### config.mk
export PLATFORM = sky130hd
export DESIGN_NAME = geometry_xy_plotter
export DESIGN_NICKNAME = d
export VERILOG_FILES = /design/src/verilog/geo_pkg.sv /design/src/verilog/geo_req_if.sv /design/src/verilog/geometry_xy_plotter.sv /design/src/verilog/geo_rect_engine.sv /design/src/verilog/geo_cmd_decoder.sv /design/src/verilog/geo_cmd_fifo.sv
export SDC_FILE = /design/constraint.sdc
export NUM_CORES = 1
export LEC_CHECK = 0
export BUFFER_PORTS_ARGS = -buffer_cell sky130_fd_sc_hd__buf_2
export CAP_MARGIN = 15
export CORE_AREA = 2 2 210 212
export DETAILED_ROUTE_END_ITERATION = 10
export DIE_AREA = 0 0 212 214
export HOLD_SLACK_MARGIN = 0.1
export MAX_ROUTING_LAYER = met4
export PLACE_DENSITY = 0.82
export SYNTH_ARGS = -nofsm -noshare
export SYNTH_HDL_FRONTEND = slang
export SYNTH_SLANG_ARGS = --single-unit
### constraint.sdc
create_clock -name clk -period 13.8 [get_ports clk]
set_clock_uncertainty 0.05 [all_clocks]
set_input_delay 0.69 -clock clk [delete_from_list [all_inputs] [get_ports clk]]
set_output_delay 0.69 -clock clk [all_outputs]
set_load 0.05 [all_outputs]
### src/verilog/geo_pkg.sv
//********************************************************************
// shared widths, draw function codes and command opcodes
// draw command word and decoder request kind
//********************************************************************

package geo_pkg;

  localparam int COORD_W = 12; // x and y coordinate width
  localparam int COLOR_W = 8;  // pen / mask color width
  localparam int CMD_W   = 16; // incoming command word width

  typedef logic [COORD_W-1:0] coord_t;
  typedef logic [COLOR_W-1:0] color_t;
  typedef logic [CMD_W-1:0]   cmd_word_t;

  // function codes seen by the pixel writer in draw_cmd[35:32]
  typedef enum logic [3:0] {
    DF_NOP           = 4'd0,
    DF_PXWRI         = 4'd1,  // write pixel in pen color
    DF_RST_PXWRI_M   = 4'd10, // reset write collision counter
    DF_RST_PXPASTE_M = 4'd11, // reset paste collision counter
    DF_DSTRWDTH      = 4'd12, // destination raster width
    DF_SRCRWDTH      = 4'd13, // source raster width
    DF_DSTMADDR      = 4'd14, // destination base address
    DF_SRCMADDR      = 4'd15  // source base address
  } draw_func_t;

  typedef struct packed {
    draw_func_t func;  // [35:32]
    color_t     color; // [31:24]
    coord_t     y;     // [23:12]
    coord_t     x;     // [11:0]
  } draw_cmd_t;

  localparam logic [2:0] SHAPE_RECT = 3'd2; // only shape drawn

  // single-byte opcodes in cmd[15:8]
  localparam logic [7:0] OP_SET_MAX0      = 8'd95;
  localparam logic [7:0] OP_SET_MAX1      = 8'd94;
  localparam logic [7:0] OP_SET_MAX2      = 8'd93;
  localparam logic [7:0] OP_SET_MAX3      = 8'd92;
  localparam logic [7:0] OP_DST_WIDTH2    = 8'd115;
  localparam logic [7:0] OP_SRC_WIDTH2    = 8'd114;
  localparam logic [7:0] OP_DST_WIDTH3    = 8'd113;
  localparam logic [7:0] OP_SRC_WIDTH3    = 8'd112;
  localparam logic [7:0] OP_RST_PXWRI_M   = 8'd91;
  localparam logic [7:0] OP_RST_PXPASTE_M = 8'd90;

  typedef enum logic {
    REQ_CFG  = 1'b0, // pass cmd straight to output
    REQ_RECT = 1'b1  // walk a rectangle
  } req_kind_t;

endpackage
### src/verilog/geo_req_if.sv
//********************************************************************
// request channel from command decoder to rectangle engine
//********************************************************************

`timescale 1ns/1ps

interface geo_req_if import geo_pkg::*; ();

  logic      valid; // request held until ready
  logic      ready; // engine can take a request
  req_kind_t kind;
  draw_cmd_t cmd;   // REQ_CFG payload
  coord_t    x0;    // rectangle corners, REQ_RECT only
  coord_t    y0;
  coord_t    x1;
  coord_t    y1;
  color_t    color; // pen color
  logic      fill;  // filled vs outline
  coord_t    max_x; // current screen limit
  coord_t    max_y;

  modport decoder (output valid, kind, cmd, x0, y0, x1, y1, color, fill, max_x, max_y,
                   input  ready);
  modport engine  (input  valid, kind, cmd, x0, y0, x1, y1, color, fill, max_x, max_y,
                   output ready);

endinterface

### src/verilog/geometry_xy_plotter.sv
//********************************************************************
// geometry plotter top: command FIFO, decoder, rectangle engine
//********************************************************************

`timescale 1ns/1ps

module geometry_xy_plotter import geo_pkg::*; #(
  parameter int FIFO_DEPTH  = 16,
  parameter int FIFO_MARGIN = 4
) (
  input  logic      clk,
  input  logic      reset,
  input  logic      fifo_cmd_ready, // command write strobe
  input  cmd_word_t fifo_cmd_in,
  input  logic      draw_busy,      // pixel writer stall
  output logic      load_cmd,       // plotter idle
  output logic      draw_cmd_rdy,
  output draw_cmd_t draw_cmd,
  output logic      fifo_cmd_busy   // FIFO nearly full
);

  logic      fifo_empty;
  logic      fifo_pop;
  cmd_word_t fifo_q;

  geo_req_if req_if ();

  geo_cmd_fifo #(
    .FIFO_DEPTH  (FIFO_DEPTH),
    .FIFO_MARGIN (FIFO_MARGIN)
  ) u_fifo (
    .clk         (clk),
    .reset       (reset),
    .push        (fifo_cmd_ready),
    .data        (fifo_cmd_in),
    .pop         (fifo_pop),
    .q           (fifo_q),
    .empty       (fifo_empty),
    .almost_full (fifo_cmd_busy)
  );

  geo_cmd_decoder u_decoder (
    .clk       (clk),
    .reset     (reset),
    .draw_busy (draw_busy),
    .empty     (fifo_empty),
    .q         (fifo_q),
    .pop       (fifo_pop),
    .req       (req_if.decoder)
  );

  geo_rect_engine u_engine (
    .clk          (clk),
    .reset        (reset),
    .draw_busy    (draw_busy),
    .req          (req_if.engine),
    .draw_cmd     (draw_cmd),
    .draw_cmd_rdy (draw_cmd_rdy),
    .idle         (load_cmd)
  );

endmodule

### src/verilog/geo_rect_engine.sv
//********************************************************************
// rectangle stepper, filled or outline, with clipping
// single draw command output register held by draw_busy
//********************************************************************

`timescale 1ns/1ps

module geo_rect_engine import geo_pkg::*; (
  input  logic      clk,
  input  logic      reset,
  input  logic      draw_busy,
  geo_req_if.engine req,
  output draw_cmd_t draw_cmd,
  output logic      draw_cmd_rdy,
  output logic      idle
);

  logic      run;      // rectangle walk in progress
  logic      out_full; // output register holds a command
  draw_cmd_t out_cmd;
  coord_t    cur_x;
  coord_t    cur_y;
  coord_t    x0;
  coord_t    y0;
  coord_t    x1;
  coord_t    y1;
  coord_t    lim_x;
  coord_t    lim_y;
  color_t    pen;
  logic      fill;
  logic      x_dec;    // step x downward
  logic      y_dec;    // step y downward
  logic      take;
  logic      row_edge; // first or last row
  logic      col_edge; // first or last column
  logic      visible;
  coord_t    next_x;
  coord_t    next_y;

  assign req.ready    = !draw_busy && !run;
  assign take         = req.valid && req.ready;
  assign row_edge     = (cur_y == y0) || (cur_y == y1);
  assign col_edge     = (cur_x == x0) || (cur_x == x1);
  assign visible      = (fill || row_edge || col_edge) && (cur_x <= lim_x) && (cur_y <= lim_y);
  assign next_x       = x_dec ? cur_x - COORD_W'(1) : cur_x + COORD_W'(1);
  assign next_y       = y_dec ? cur_y - COORD_W'(1) : cur_y + COORD_W'(1);
  assign draw_cmd     = out_cmd;
  assign draw_cmd_rdy = out_full && !draw_busy; // writer takes it every such cycle
  assign idle         = !run && !out_full && !req.valid;

  always_ff @(posedge clk or posedge reset) begin
    if (reset) begin
      run      <= 1'b0;
      out_full <= 1'b0;
    end else if (!draw_busy) begin
      if (take) begin
        run      <= (req.kind == REQ_RECT);
        out_full <= (req.kind == REQ_CFG);
      end else if (run) begin
        out_full <= visible;                        // clipped pixels leave a gap
        if (cur_x == x1 && cur_y == y1) run <= 1'b0; // last corner reached
      end else begin
        out_full <= 1'b0;
      end
    end
  end

  always_ff @(posedge clk) begin
    if (!draw_busy) begin
      if (take) begin
        out_cmd <= req.cmd;
        x0      <= req.x0;
        y0      <= req.y0;
        x1      <= req.x1;
        y1      <= req.y1;
        cur_x   <= req.x0;
        cur_y   <= req.y0;
        x_dec   <= (req.x1 < req.x0);
        y_dec   <= (req.y1 < req.y0);
        lim_x   <= req.max_x;
        lim_y   <= req.max_y;
        pen     <= req.color;
        fill    <= req.fill;
      end else if (run) begin
        out_cmd <= '{func: DF_PXWRI, color: pen, y: cur_y, x: cur_x};
        if (cur_x == x1) begin
          cur_x <= x0;                              // next row
          cur_y <= next_y;
        end else if (!fill && !row_edge) begin
          cur_x <= x1;                              // outline skips the interior
        end else begin
          cur_x <= next_x;
        end
      end
    end
  end

  a_out_hold : assert property (@(posedge clk) disable iff (reset)
    draw_busy && out_full |=> out_full && $stable(draw_cmd));

endmodule

### src/verilog/geo_cmd_decoder.sv
//********************************************************************
// command decoder: x/y register pairs, screen limit
// builds config and rectangle requests for the engine
//********************************************************************

`timescale 1ns/1ps

module geo_cmd_decoder import geo_pkg::*; (
  input  logic       clk,
  input  logic       reset,
  input  logic       draw_busy,
  input  logic       empty,
  input  cmd_word_t  q,
  output logic       pop,
  geo_req_if.decoder req
);

  logic [7:0] opcode;     // cmd[15:8]
  color_t     arg8;       // cmd[7:0], color / mode byte
  coord_t     arg12;      // cmd[11:0], coordinate data
  coord_t     x [4];      // x0..x3
  coord_t     y [4];      // y0..y3
  coord_t     max_x;
  coord_t     max_y;
  logic       emit_cfg;   // word becomes a REQ_CFG
  logic       emit_rect;  // word starts a rectangle
  logic [1:0] width_pair; // pair read by the raster width codes
  draw_cmd_t  cfg_cmd;

  assign opcode     = q[15:8];
  assign arg8       = q[7:0];
  assign arg12      = q[11:0];
  assign width_pair = opcode[1] ? 2'd2 : 2'd3; // 115 and 114 use pair 2, 113 and 112 pair 3
  assign pop        = !empty && !draw_busy && !req.valid; // one word per cycle
  assign req.max_x  = max_x; // cannot change while a request waits
  assign req.max_y  = max_y;

  //******************************************************************
  // word decode
  //******************************************************************
  always_comb begin
    emit_cfg      = 1'b0;
    emit_rect     = 1'b0;
    cfg_cmd.func  = DF_NOP;
    cfg_cmd.color = arg8;                              // low byte always rides along
    cfg_cmd.y     = y[opcode[1:0]];
    cfg_cmd.x     = x[opcode[1:0]];
    casez (opcode)
      8'b011111?? : begin emit_cfg = 1'b1; cfg_cmd.func = DF_DSTMADDR; end
      8'b011110?? : begin emit_cfg = 1'b1; cfg_cmd.func = DF_SRCMADDR; end
      OP_DST_WIDTH2, OP_DST_WIDTH3 : begin
        emit_cfg     = 1'b1;
        cfg_cmd.func = DF_DSTRWDTH;
        cfg_cmd.y    = y[width_pair];
        cfg_cmd.x    = x[width_pair];
      end
      OP_SRC_WIDTH2, OP_SRC_WIDTH3 : begin
        emit_cfg     = 1'b1;
        cfg_cmd.func = DF_SRCRWDTH;
        cfg_cmd.y    = y[width_pair];
        cfg_cmd.x    = x[width_pair];
      end
      OP_RST_PXWRI_M, OP_RST_PXPASTE_M : begin
        emit_cfg     = 1'b1;
        cfg_cmd.func = opcode[0] ? DF_RST_PXWRI_M : DF_RST_PXPASTE_M;
        cfg_cmd.y    = {arg8, arg8[7:4]};              // mask color spread over y/x
        cfg_cmd.x    = {arg8[3:0], arg8};
      end
      8'b000????? : emit_rect = (opcode[2:0] == SHAPE_RECT); // other shapes dropped
      default     : ;                                  // coords, limits, reserved
    endcase
  end

  //******************************************************************
  // registers and request handshake
  //******************************************************************
  always_ff @(posedge clk or posedge reset) begin
    if (reset) begin
      for (int i = 0; i < 4; i++) begin
        x[i] <= '0;
        y[i] <= '0;
      end
      max_x     <= '0;
      max_y     <= '0;
      req.valid <= 1'b0;
    end else begin
      if (req.valid && req.ready) req.valid <= 1'b0;   // engine took it
      if (pop) begin
        casez (opcode)
          8'b10?????? : x[opcode[5:4]] <= arg12;
          8'b11?????? : y[opcode[5:4]] <= arg12;
          OP_SET_MAX0 : begin max_x <= x[0]; max_y <= y[0]; end
          OP_SET_MAX1 : begin max_x <= x[1]; max_y <= y[1]; end
          OP_SET_MAX2 : begin max_x <= x[2]; max_y <= y[2]; end
          OP_SET_MAX3 : begin max_x <= x[3]; max_y <= y[3]; end
          default     : ;
        endcase
        if (emit_cfg || emit_rect) req.valid <= 1'b1;
      end
    end
  end

  always_ff @(posedge clk) begin
    if (pop && (emit_cfg || emit_rect)) begin
      req.kind  <= emit_rect ? REQ_RECT : REQ_CFG;
      req.cmd   <= cfg_cmd;
      req.x0    <= x[0];                               // rectangle from pair 0 to pair 1
      req.y0    <= y[0];
      req.x1    <= x[1];
      req.y1    <= y[1];
      req.color <= arg8;
      req.fill  <= q[12];                              // f bit of 000f_?sss
    end
  end

  a_req_hold : assert property (@(posedge clk) disable iff (reset)
    req.valid && !req.ready |=> req.valid && $stable({req.kind, req.cmd, req.x0, req.y0,
                                req.x1, req.y1, req.color, req.fill, req.max_x, req.max_y}));

endmodule

### src/verilog/geo_cmd_fifo.sv
//********************************************************************
// show-ahead command FIFO, circular buffer with occupancy count
// almost_full flag leaves FIFO_MARGIN free slots
//********************************************************************

`timescale 1ns/1ps

module geo_cmd_fifo import geo_pkg::*; #(
  parameter int FIFO_DEPTH  = 16, // power of two
  parameter int FIFO_MARGIN = 4
) (
  input  logic      clk,
  input  logic      reset,
  input  logic      push,
  input  cmd_word_t data,
  input  logic      pop,
  output cmd_word_t q,
  output logic      empty,
  output logic      almost_full
);

  localparam int PTR_W = $clog2(FIFO_DEPTH);

  cmd_word_t        mem [FIFO_DEPTH]; // word storage
  logic [PTR_W-1:0] wr_ptr;           // wraps on its own
  logic [PTR_W-1:0] rd_ptr;
  logic [PTR_W:0]   count;            // one extra bit to hold DEPTH
  logic             full;
  logic             do_push;
  logic             do_pop;

  assign full        = (count == (PTR_W+1)'(FIFO_DEPTH));
  assign empty       = (count == '0);
  assign almost_full = (count >= (PTR_W+1)'(FIFO_DEPTH - FIFO_MARGIN));
  assign do_push     = push && !full;
  assign do_pop      = pop && !empty;
  assign q           = mem[rd_ptr]; // head word shown ahead of pop

  always_ff @(posedge clk) begin
    if (do_push) mem[wr_ptr] <= data;
  end

  always_ff @(posedge clk or posedge reset) begin
    if (reset) begin
      wr_ptr <= '0;
      rd_ptr <= '0;
      count  <= '0;
    end else begin
      if (do_push) wr_ptr <= wr_ptr + 1'b1;
      if (do_pop)  rd_ptr <= rd_ptr + 1'b1;
      case ({do_push, do_pop})
        2'b10:   count <= count + 1'b1;
        2'b01:   count <= count - 1'b1;
        default: count <= count; // idle or push+pop together
      endcase
    end
  end

  // writer must respect fifo_cmd_busy before the buffer fills
  a_no_overflow : assert property (@(posedge clk) disable iff (reset) !(push && full));
  a_no_underflow : assert property (@(posedge clk) disable iff (reset) !(pop && empty));

endmodule

==> results of run 1 <==
## flip-flops by register name, indices dropped and copies added, names as in the netlist, 36 cells and up
signal             count
u_fifo.mem           256
u_decoder.x           48
u_decoder.y           48
u_engine.draw_cmd     36
u_decoder.req.cmd     36
## stage by stage
stage | util (%) | setup WS (ns)
6_report | 71.59 | 8.202
5_1_grt | 71.59 | 7.800
4_1_cts | 71.57 | 8.127
3_5_place_dp | 66.64 | 8.202
3_3_place_gp | 66.64 | 8.420
2_1_floorplan | - | 7.412
## synthesized netlist by cell type, types with 5 or more instances
cell and count:
dfrtp_1 136, buf_6 9, a21oi_1 74, o221ai_2 5, a22oi_1 9, or2_2 5
nand4_1 17, o211ai_1 5, nor2b_1 12, ha_1 75, edfxtp_1 485, nor4_1 5
a221oi_2 20, o31ai_1 6, mux4_2 69, nand3_1 7, buf_1 9, mux2i_1 56
nand2_1 215, mux4_1 7, nor2_1 101, and3_1 7, xnor2_1 55, a211oi_1 7
clkbuf_1 20, or3_1 10, buf_4 16, nand2b_1 6, o21ai_0 90, xor2_1 22
buf_2 32, inv_1 71, nor3_1 16, a21o_1 15, a21oi_2 10, mux2_2 105
o221ai_1 20
## area by class of cell
type / count / share of cell area, %
Clock inverter: 25 / 0.9169
Sequential cell: 621 / 58.54
Inverter: 74 / 0.9292
Clock buffer: 91 / 5.970
Timing Repair Buffer: 87 / 1.655
Multi-Input combinational cell: 1103 / 29.58
Tap cell: 585 / 2.384
Antenna cell: 3 / 0.02445
## power by group through the flow
stage | clock (mW) | sequential, mW | combinational, mW
after CTS | 1.73 | 2.84 | 2.28
final | 1.71 | 2.86 | 2.29
after global placement | 0 | 2.84 | 2.16
after floorplan | 0 | 2.80 | 1.74
after detailed placement | 0 | 2.87 | 2.24
after global routing | 1.80 | 2.89 | 2.47
## how the worst max path moves through the flow
stage	start	endpoint	slack [ns]	cells past startpoint
detailed placement	u_fifo.rd_ptr[0]	u_decoder.req.cmd[28]	8.20	8
floorplan	u_fifo.rd_ptr[0]	u_decoder.req.cmd[0]	7.41	10
CTS	u_fifo.rd_ptr[0]	u_decoder.req.cmd[29]	8.13	8
global placement	u_fifo.rd_ptr[0]	u_decoder.req.cmd[24]	8.42	8
global route	u_fifo.rd_ptr[0]	u_decoder.req.cmd[1]	7.80	8
finish	u_fifo.rd_ptr[0]	u_decoder.req.x0[4]	8.20	8
## per-layer routing
metal  routed length, um  global-route usage (%)  up-vias
met4                2215                   11.03        0
li1                    -                       -     7222
met1               25460                   39.14     8252
met2               31950                   47.86      736
met3                4517                   4.471      145
met5                   0                       -        -
## kinds of logic after synthesis
| group | Yosys count | share of synthesized area (%) |
|---|---|---|
| flip-flops | 621 | 64.59 |
| AND/OR/NAND/NOR | 424 | 6.796 |
| AO/OA/AOI/OAI | 288 | 7.223 |
| multiplexers | 237 | 12.51 |
| buffers and inverters | 163 | 2.941 |
| XOR/XNOR | 77 | 2.424 |
| adder cells (fa/ha/maj) | 77 | 3.517 |
==> impl_results.md, run 1 <==
- Status: finished, final reports clean
- Final period util: 40.57%
- Die Y: 214 um
- CP Capture Type: flop
- Switch Pwr: 2.429 mW
- Crit Reg-Reg Endpoint: u_decoder.req.x0[4]
- Hpwl dp: 39.21 mm
- Clock tree from TritonCTS: built
- Commonest cells after routing, fill and taps aside: 485 x edfxtp_1, 214 x nand2_1, 134 x dfrtp_1
- Sequential Power Share: 41.6%
- Max incr delay on CP: 0.83 ns
- Sw Ratio: 35.39%
- Antenna viol nets, final: 0
- Ys Warns: 0
- Syn nets: 1984
- Max Cap Viol: 0
- Setup TNS: 0 ns
- Max VDD drop: 0.1663 mV
- Routed Wire Length: 64.14 mm
- Drc violations: 0
- CP top delay family: simple AND/OR/NAND/NOR gates
- Netlist cell types: 69
- Worst-path cell chain: buf_4, mux4_1, mux4_2, nand2b_1, nor4_1, nor2_1, nor2_4, buf_4
- Clock Tree Buf Depth: 3
- Layout cell share with drive strength beyond 1: 21.64%
- Multi-input gate area: 9082 um2
- Row count: 76
- Register bit total from synthesis: 621
- Die area: 45370 um2
- Clock period minus worst slack: 5.598 ns
- PwrDens: 223.5 nW/um2
- Post-synthesis cell count: 1887
- Largest net degree at the start of global routing: 96
- CP dominant cell by count: buf_4
- Crit Path Max Fanout: 51
- Hold buffer count at cts: 0
- Root Buffer: clkbuf_16
- Vias in the first global route: 16650
- Path category of the worst min-delay check: in2async
- Cts bufs inserted: 61
- Power Total: 6.862 mW
- Combinational share of power: 33.4%
- Static leakage: 11.53 nW
- Crit path DAT: 5.79 ns
- Die width: 212 um
- Final std cells w/o fill: 2589
- Placed Area: 28580 um2
- Wire length per cell: 24.77 um
- IO Count: 59
- Final Max Tran Viols: 0
- DRT iter0 DRCs: 1635
- FF+latch area: 17970 um2
- CP bufs+invs: 2
- CTS sink cnt: 621
- Core Area: 42890 um2
- Post-synth top area share: 52.35%
- # fillers: 2613
- Internal: 4.433 mW
- Syn Std Cell Area: 27820 um2
- Final Hold Vio Count: 0
- Synth-to-Final Area Change: 10.36%
- Required time of the critical path: 13.99 ns
- Syn Area/Cell: 14.74 um2
- Clk pwr share: 24.9%
- Initial antenna violation count: 3
- CP Class: reg2reg
- Ys flop type: edfxtp_1
- Placed cells: 2470
- Initial Utilization: 64.87%
- R2R Setup Slk: 8.20 ns
- Slew Limit Headroom: 26.00%
- Pre-Repair DR Iteration Count: 5
- Global route total overflow: 0
- GRT Util Overall: 29.85%
- Vias: 16360
- Clock transition at path regs: 0.06 ns
- Design Area, Final: 30700 um2
- Unrepaired setup endpoints after global routing: no
- Area contributors post-synth: edfxtp_1 52%, dfrtp_1 12%, mux4_2 5.6%
- First-pass GRT wire length: 99.10 mm
- Reg2reg start: u_fifo.rd_ptr[0]
- WHS: 0.1178 ns
- Global placement routability congestion: 0.8605
- Post-CTS Setup Repair Bufs: 0
- Fraction of registers with async set/reset: 21.90%
- Clk_lat worst skew: 0.62 ns
- Max Clk Rate: 178.6 MHz
- Slowest stage cell, crit path: dfrtp_4
- Sequential area share after synthesis: 64.59%
- R2R cell count: 8
- CP startpoint kind: flop
- Post-synth top area cell: edfxtp_1
- Commonest non-fill, non-tap cell in the layout: edfxtp_1
- H-tree depth: 2
- I/O Buffers: 58
- Post-cts resize count: 0
- Post-synth EDFFs: 485
- Vias per inst: 6.317
- Slew @ Worst Pin: 1.103 ns
- # setup viols final: 0
- NumNets Final: 2045
No activity file was read; power rests on OpenSTA's default activity.
==> inputs of run 2 (changes only) <==
--- a/config.mk
+++ b/config.mk
@@ -5,14 +5,15 @@
 export SDC_FILE = /design/constraint.sdc
 export NUM_CORES = 1
 export LEC_CHECK = 0
+export ABC_AREA = 1
 export BUFFER_PORTS_ARGS = -buffer_cell sky130_fd_sc_hd__buf_2
 export CAP_MARGIN = 15
-export CORE_AREA = 2 2 210 212
+export CORE_AREA = 2 2 215 217
 export DETAILED_ROUTE_END_ITERATION = 10
-export DIE_AREA = 0 0 212 214
+export DIE_AREA = 0 0 217 219
 export HOLD_SLACK_MARGIN = 0.1
 export MAX_ROUTING_LAYER = met4
-export PLACE_DENSITY = 0.82
+export PLACE_DENSITY = 0.8
 export SYNTH_ARGS = -nofsm -noshare
 export SYNTH_HDL_FRONTEND = slang
 export SYNTH_SLANG_ARGS = --single-unit
==> constraint.sdc (replaced) <==
create_clock -name clk -period 5.3 [get_ports clk]
set_clock_uncertainty 0.05 [all_clocks]
set_input_delay 0.265 -clock clk [delete_from_list [all_inputs] [get_ports clk]]
set_output_delay 0.265 -clock clk [all_outputs]
set_load 0.05 [all_outputs]
==> run 2 against run 1 <==
  * First-iteration DRC count rose by 55%
  * Design area increased by 2.0%
  * Clock-buffer cell count is 13 lower
  * Sequential power rose to 2.5 times the previous value
  * Fmax grew 18%
  * Clock power increased to 2.7 times the previous value
  * Register-to-register slack got worse by 7.6 ns
  * Worst hold slack improved by 0.11 ns
  * Non-clock buffer count rose by 22
  * Setup slack worse by 7.6 ns
  * Critical path depth grew 7
==> impl_results.md, run 2 <==
- Status: finished, final reports clean
- Routed Wire Length: 72.81 mm
- Max Cap Viol: 0
- Initial antenna violation count: 0
- First-pass GRT wire length: 112.6 mm
- Largest net degree at the start of global routing: 94
- Post-synthesis adder-cell area fraction: 3.464%
- Largest family of logic cells by synthesized area: simple AND/OR/NAND/NOR gates
- Mux cell area share after synthesis: 0.07973%
- Initial Utilization: 62.65%
- Core Area: 45090 um2
- Largest Register: u_fifo.mem
- CP Class: reg2reg
- Pre-Repair DR Iteration Count: 6
- Slowest stage cell, crit path: dfrtp_4
- Area contributors post-synth: edfxtp_1 52%, dfrtp_1 12%, nand2_1 9.0%
- Top-count cell post-synth: nand2_1
- Post-CTS Setup Repair Bufs: 0
- Sequential area share after synthesis: 63.60%
- Wire length per cell: 21.52 um
- Combinational share of power: 33.7%
- Clk pwr share: 25.7%
- Clock transition at path regs: 0.06 ns
- Power Total: 17.71 mW
- Fraction of registers with async set/reset: 21.90%
- Setup TNS: 0 ns
- WHS: 0.2243 ns
- IO Count: 59
- NumNets Final: 2828
- CP Capture Type: flop
- Synth Area in Compound Gates: 7.534%
- Final Max Tran Viols: 0
- Worst-path cell chain: clkinv_2, buf_4, nand2_1, nand3_1, nand3_1, nand3_1, nand2_1, nand3_1, nor2_4, buf_4, nand2_1, nand4_1, nand2_1, clkinv_2, buf_12
- Hpwl dp: 44.79 mm
- Cts bufs inserted: 61
- Design Area, Final: 31310 um2
- Post-synthesis simple-gate area fraction: 18.28%
- Syn nets: 2777
- Final std cells w/o fill: 3383
- R2R cell count: 15
- Clock tree from TritonCTS: built
- I/O Buffers: 58
- Internal: 10.66 mW
- Post-synth top area share: 51.56%
- H-tree depth: 2
- Final period util: 89.19%
- DRT iter0 DRCs: 2532
- GRT Util Overall: 31.96%
- Die width: 217 um
- Commonest non-fill, non-tap cell in the layout: nand2_1
- Vias: 20560
- Final Util: 69.44%
- Global placement routability congestion: 0.9236
- Post-synth top area cell: edfxtp_1
- Max Clk Rate: 211.5 MHz
- Clock Tree Buf Depth: 3
- Die Y: 219 um
- Antenna viol nets, final: 0
- Inserted Diodes: 0
- Crit Path Max Fanout: 86
- Post-synthesis cell count: 2680
- Post-Synth XOR/XNOR Area: 2.046%
- Placed cells: 3249
- Post-synth EDFFs: 485
- Slew @ Worst Pin: 0.9344 ns
- Root Buffer: clkbuf_16
- Commonest cells in the synthesized netlist: 681 x nand2_1, 485 x edfxtp_1, 224 x o21ai_0
- Register bit total from synthesis: 621
- Row count: 78
- Syn Std Cell Area: 28250 um2
- Required time of the critical path: 5.51 ns
- Global route total overflow: 0
- Drc violations: 0
- Layout cell share with drive strength beyond 1: 9.738%
- Unrepaired setup endpoints after global routing: no
- PwrDens: 565.5 nW/um2
- Max VDD drop: 0.5570 mV
- CTS sink cnt: 621
- Static leakage: 12.65 nW
- Worst setup margin: 0.5728 ns
- Die area: 47520 um2
- Sw Ratio: 39.80%
- Max incr delay on CP: 0.75 ns
- # setup viols final: 0
- Vias per inst: 6.078
- DP Worst Slack: 0.7321 ns
- Clk_lat worst skew: 0.63 ns
- Vias in the first global route: 20180
- Commonest cells after routing, fill and taps aside: 680 x nand2_1, 485 x edfxtp_1, 224 x o21ai_0
- Crit path DAT: 4.94 ns
- Path category of the worst min-delay check: in2async
- Netlist cell types: 44
- Final Hold Vio Count: 0
- Ys flop type: edfxtp_1
- Ys Warns: 0
- Placed Area: 29000 um2
- Sequential Power Share: 40.5%
- Max reg flops: 256
- Top flop regs: u_fifo.mem: 256 flops, u_decoder.x: 48 flops, u_decoder.y: 48 flops
- Synth-to-Final Area Change: 10.84%
- Slew Limit Headroom: 37.56%
- Switch Pwr: 7.047 mW
- CP startpoint kind: flop
- Clock period minus worst slack: 4.727 ns
- Syn Area/Cell: 10.54 um2
[run 2: cell types whose count changed after synthesis, sizes merged, moves of 56 or more]
cell,previous run,this run
inv,74,205
o21ai,92,234
mux2,105,2
mux2i,56,0
nand3,8,224
mux4,76,0
nor2,104,179
nand2,220,690
[run 2: power by group through the flow]
stage | combinational (mW) | sequential, mW | clock, mW
2_1_floorplan | 4.08 | 7.09 | 0
3_3_place_gp | 5.57 | 7.19 | 0
3_5_place_dp | 5.77 | 7.23 | 0
4_1_cts | 5.84 | 7.14 | 4.58
5_1_grt | 6.51 | 7.25 | 4.77
6_report | 5.97 | 7.18 | 4.56
[run 2: final cells by class]
type                       instances  area [um2]
sequential                       621       17970
fill                            3205       13780
multi-input combinational       1729        8930
clock buffer                      78        1673
inverter                         209       794.5
tap                              600       750.7
timing repair buffer             109       745.7
clock inverter                    37       444.2
[run 2: worst paths after layout]
path	slack, ns	endpoint	startpoint
max	0.57	u_decoder.req.y0[3]	u_fifo.rd_ptr[0]
max in group asynchronous	3.61	u_decoder.req.max_x[0]	reset
min in group clk	0.40	u_engine.fill	u_decoder.req.fill
min reg2reg	0.40	u_engine.fill	u_decoder.req.fill
min	0.22	u_decoder.req.max_y[8]	reset
max reg2reg	0.57	u_decoder.req.y0[3]	u_fifo.rd_ptr[0]
[run 2: routing by layer]
| metal | vias up | wire (um) | global-route usage, % |
|---|---|---|---|
| li1 | 9344 | - | - |
| met2 | 1183 | 34660 | 51.04 |
| met1 | 9740 | 27280 | 39.26 |
| met3 | 296 | 6733 | 5.295 |
| met5 | - | 0 | - |
| met4 | 0 | 4141 | 17.63 |
[run 2: kinds of logic (layout without fill, tap and decap cells)]
group                      after synthesis  in the layout
and+or+nand+nor                       1203           1203
xor gates and xnor gates                66             66
muxes                                    2              2
adders and majority gates               77             77
DFF                                    621            621
buffers and inverters                  330            433
AOI/OAI and AO/OA                      381            381
[run 2: worst max-delay path: cells and delay by family, from the launching register on]
| family | cells | cell delay [ns] |
|---|---|---|
| buffers and inverters | 5 | 2.12 |
| flip-flops | 1 | 0.75 |
| AND/OR/NAND/NOR | 10 | 1.35 |
[run 2: repair_timing]
action                    in CTS  in global routing
hold endpoints to repair     325                  0
hold buffers                  19                  0
resized for setup              0                  0
==> inputs of run 3 (changes only) <==
--- a/config.mk
+++ b/config.mk
@@ -7,13 +7,14 @@
 export LEC_CHECK = 0
 export ABC_AREA = 1
 export BUFFER_PORTS_ARGS = -buffer_cell sky130_fd_sc_hd__buf_2
-export CAP_MARGIN = 15
-export CORE_AREA = 2 2 215 217
+export CAP_MARGIN = 20
+export CORE_AREA = 2 2 219 221
 export DETAILED_ROUTE_END_ITERATION = 10
-export DIE_AREA = 0 0 217 219
+export DIE_AREA = 0 0 221 223
 export HOLD_SLACK_MARGIN = 0.1
 export MAX_ROUTING_LAYER = met4
-export PLACE_DENSITY = 0.8
+export PLACE_DENSITY = 0.79
 export SYNTH_ARGS = -nofsm -noshare
 export SYNTH_HDL_FRONTEND = slang
+export SYNTH_HIERARCHICAL = 1
 export SYNTH_SLANG_ARGS = --single-unit
==> run 3 against run 2 <==
  * Combinational power up 2%
  * Highest routed layer unchanged
  * Non-clock buffer count increased by 8
  * Flip-flop and latch count is the same
  * Core utilization down 1.5 points
  * Clock power fell by 6.4%
  * Worst hold slack improved by 0.027 ns
  * Power down 0.99%
  * Critical endpoint is now u_decoder/req.cmd[7]
  * Routed wire length down 0.77%
  * Synthesized cell count rose by 11%
==> impl_results.md, run 3 <==
- Status: finished, final reports clean
- Drc violations: 0
- Internal: 10.41 mW
- Setup TNS: 0 ns
- Register bit total from synthesis: 621
- Power Total: 17.53 mW
- CP dominant cell by count: nand2_1
- Final Max Tran Viols: 0
- CP startpoint: u_fifo/rd_ptr[2]
- Syn Std Cell Area: 29230 um2
- Global route total overflow: 0
- Die area: 49280 um2
- Crit path DAT: 4.79 ns
- CP top delay family: buffers and inverters
- R2R cell count: 15
- Post-synth top area share: 49.83%
- Clk pwr share: 24.4%
- Clk_lat worst skew: 0.63 ns
- Root Buffer: clkbuf_16
- Initial Utilization: 62.00%
- Unrepaired setup endpoints after global routing: no
- Core Area: 47150 um2
- Max Cap Viol: 0
- I/O Buffers: 58
- Global placement routability congestion: 0.9182
- PwrDens: 547.0 nW/um2
- Slew @ Worst Pin: 1.043 ns
- Placed cells: 3567
- Layout cell share with drive strength beyond 1: 7.877%
- Largest net degree at the start of global routing: 87
- Commonest cells in the synthesized netlist: 993 x nand2_1, 485 x edfxtp_1, 271 x inv_1
- Worst setup margin: 0.9490 ns
- CP bufs+invs: 4
- CP Depth: 15
- Crit Path Max Fanout: 58
- Commonest non-fill, non-tap cell in the layout: nand2_1
- Final std cells w/o fill: 3700
- Clock Tree Buf Depth: 3
- Final period util: 82.09%
- Static leakage: 13.73 nW
- Clock period minus worst slack: 4.351 ns
- CTS sink cnt: 621
- Netlist cell types: 47
- Routed Wire Length: 72.25 mm
- Sw Ratio: 40.63%
- Post-synth EDFFs: 485
- Antenna viol nets, final: 0
- CP Class: reg2reg
- Vias per inst: 5.862
- Ys flop type: edfxtp_1
- Pre-Repair DR Iteration Count: 6
- DRT iter0 DRCs: 2490
- Final Hold Vio Count: 0
- CP Capture Type: flop
- Combinational share of power: 34.8%
- Vias in the first global route: 21100
- Reg2reg start: u_fifo/rd_ptr[2]
- Clock tree from TritonCTS: built
- Post-synthesis cell count: 2987
- Ys Warns: 6
- Syn nets: 3085
- Path category of the worst min-delay check: in2async
- Switch Pwr: 7.123 mW
- Largest Register: u_fifo/mem
- IO Count: 59
- # fillers: 3374
- Required time of the critical path: 5.74 ns
- Slew Limit Headroom: 30.41%
- CP startpoint kind: flop
- Hpwl dp: 46.81 mm
- Sequential area share after synthesis: 61.47%
- Slowest stage cell, crit path: nor2_4
- Area contributors post-synth: edfxtp_1 50%, nand2_1 13%, dfrtp_1 12%
- Sequential Power Share: 40.8%
- Post-synth top area cell: edfxtp_1
- Wire length per cell: 19.53 um
- Initial antenna violation count: 0
- Fraction of registers with async set/reset: 21.90%
- Die Y: 223 um
- GRT Util Overall: 30.12%
- Row count: 80
- DP Worst Slack: 1.067 ns
- Post-CTS Setup Repair Bufs: 0
- Clock transition at path regs: 0.06 ns
- # setup viols final: 0
- Top-count cell post-synth: nand2_1
- Design Area, Final: 32050 um2
- Max Clk Rate: 229.8 MHz
- Max incr delay on CP: 0.82 ns
- Inserted Diodes: 0
- Worst-path cell chain: inv_2, nor2_4, nand3_1, nand2_1, nor2_1, nand2_1, nand2_1, clkinv_1, buf_4, nand2_1, inv_1, nand2_1, o21ai_0, o21ai_0, nand3_1
- First-pass GRT wire length: 113.1 mm
- Synth-to-Final Area Change: 9.644%
- Max reg flops: 256
- Commonest cells after routing, fill and taps aside: 992 x nand2_1, 485 x edfxtp_1, 268 x inv_1
- Max VDD drop: 0.3896 mV
- NumNets Final: 3134
- H-tree depth: 2
- Syn Area/Cell: 9.785 um2
- Top flop regs: u_fifo/mem: 256 flops, u_decoder/x: 48 flops, u_decoder/y: 48 flops
- Cts bufs inserted: 61
- Placed Area: 29840 um2
- Die width: 221 um
- Vias: 21690
run 3: changes by cell type in the layout (fill, tap and decap cells not counted), sizes merged, moves of 27 or more:
cell,before,now
xor2,48,17
nand2,690,1004
o21ai,234,192
o221ai,27,0
inv,208,280
nor2,179,238
run 3: worst paths after layout:
kind	end	slack (ns)
min in group clk	u_engine/lim_y[4]	0.40
max in group asynchronous	u_decoder/y[28]	3.55
worst max register to register	u_decoder/req.cmd[7]	0.95
worst min-delay path	u_fifo/count[0]	0.25
worst min register to register	u_engine/lim_y[4]	0.40
worst max-delay path	u_decoder/req.cmd[7]	0.95
run 3: stage by stage:
| stage | hold WS [ns] | util (%) |
|---|---|---|
| finish | 0.2515 | 67.98 |
| global route | 0.2881 | 67.98 |
| CTS | 0.2421 | 67.92 |
| detailed placement | 0.1488 | 63.30 |
| global placement | 0.1431 | 63.30 |
| floorplan | -0.04382 | - |
run 3: cells by family after synthesis:
family	share of synthesized area (%)
fa+ha+maj	3.416
compound gates	5.201
flops	61.47
buf+inv	6.310
xor+xnor	1.618
simple gates	21.99
run 3: routing by layer:
metal	wire length (um)	up-vias	global-route usage, %
met5	0	-	-
met2	35610	1194	49.60
li1	-	10030	-
met4	3172	0	13.55
met1	27060	10240	36.84
met3	6407	230	5.044
run 3: area by class of cell:
class / instances / area, um2 / share of cell area [%]
Clock buffer: 82 / 1719 / 5.364
Clock inverter: 30 / 260.3 / 0.8121
Inverter: 281 / 1065 / 3.322
Multi-Input combinational cell: 1954 / 9448 / 29.48
Sequential cell: 621 / 17970 / 56.07
Tap cell: 615 / 769.5 / 2.401
Timing Repair Buffer: 117 / 815.8 / 2.545
run 3: power by group through the flow:
stage | sequential [mW] | clock, mW | combinational, mW
6_report | 7.16 | 4.27 | 6.10
5_1_grt | 7.24 | 4.52 | 6.64
4_1_cts | 7.13 | 4.33 | 5.93
3_5_place_dp | 7.22 | 0 | 5.86
3_3_place_gp | 7.17 | 0 | 5.60
2_1_floorplan | 7.10 | 0 | 4.25
run 3: repair_timing:
item	in CTS	in global routing
endpoints found under the setup margin	0	0
hold buffers	20	0
gates resized for setup	0	0
endpoints found under the hold margin	327	0
run 3: tightest hold or removal path: cells and delay by family:
kind / cells / cell delay, ns
buffers and inverters: 3 / 1.12
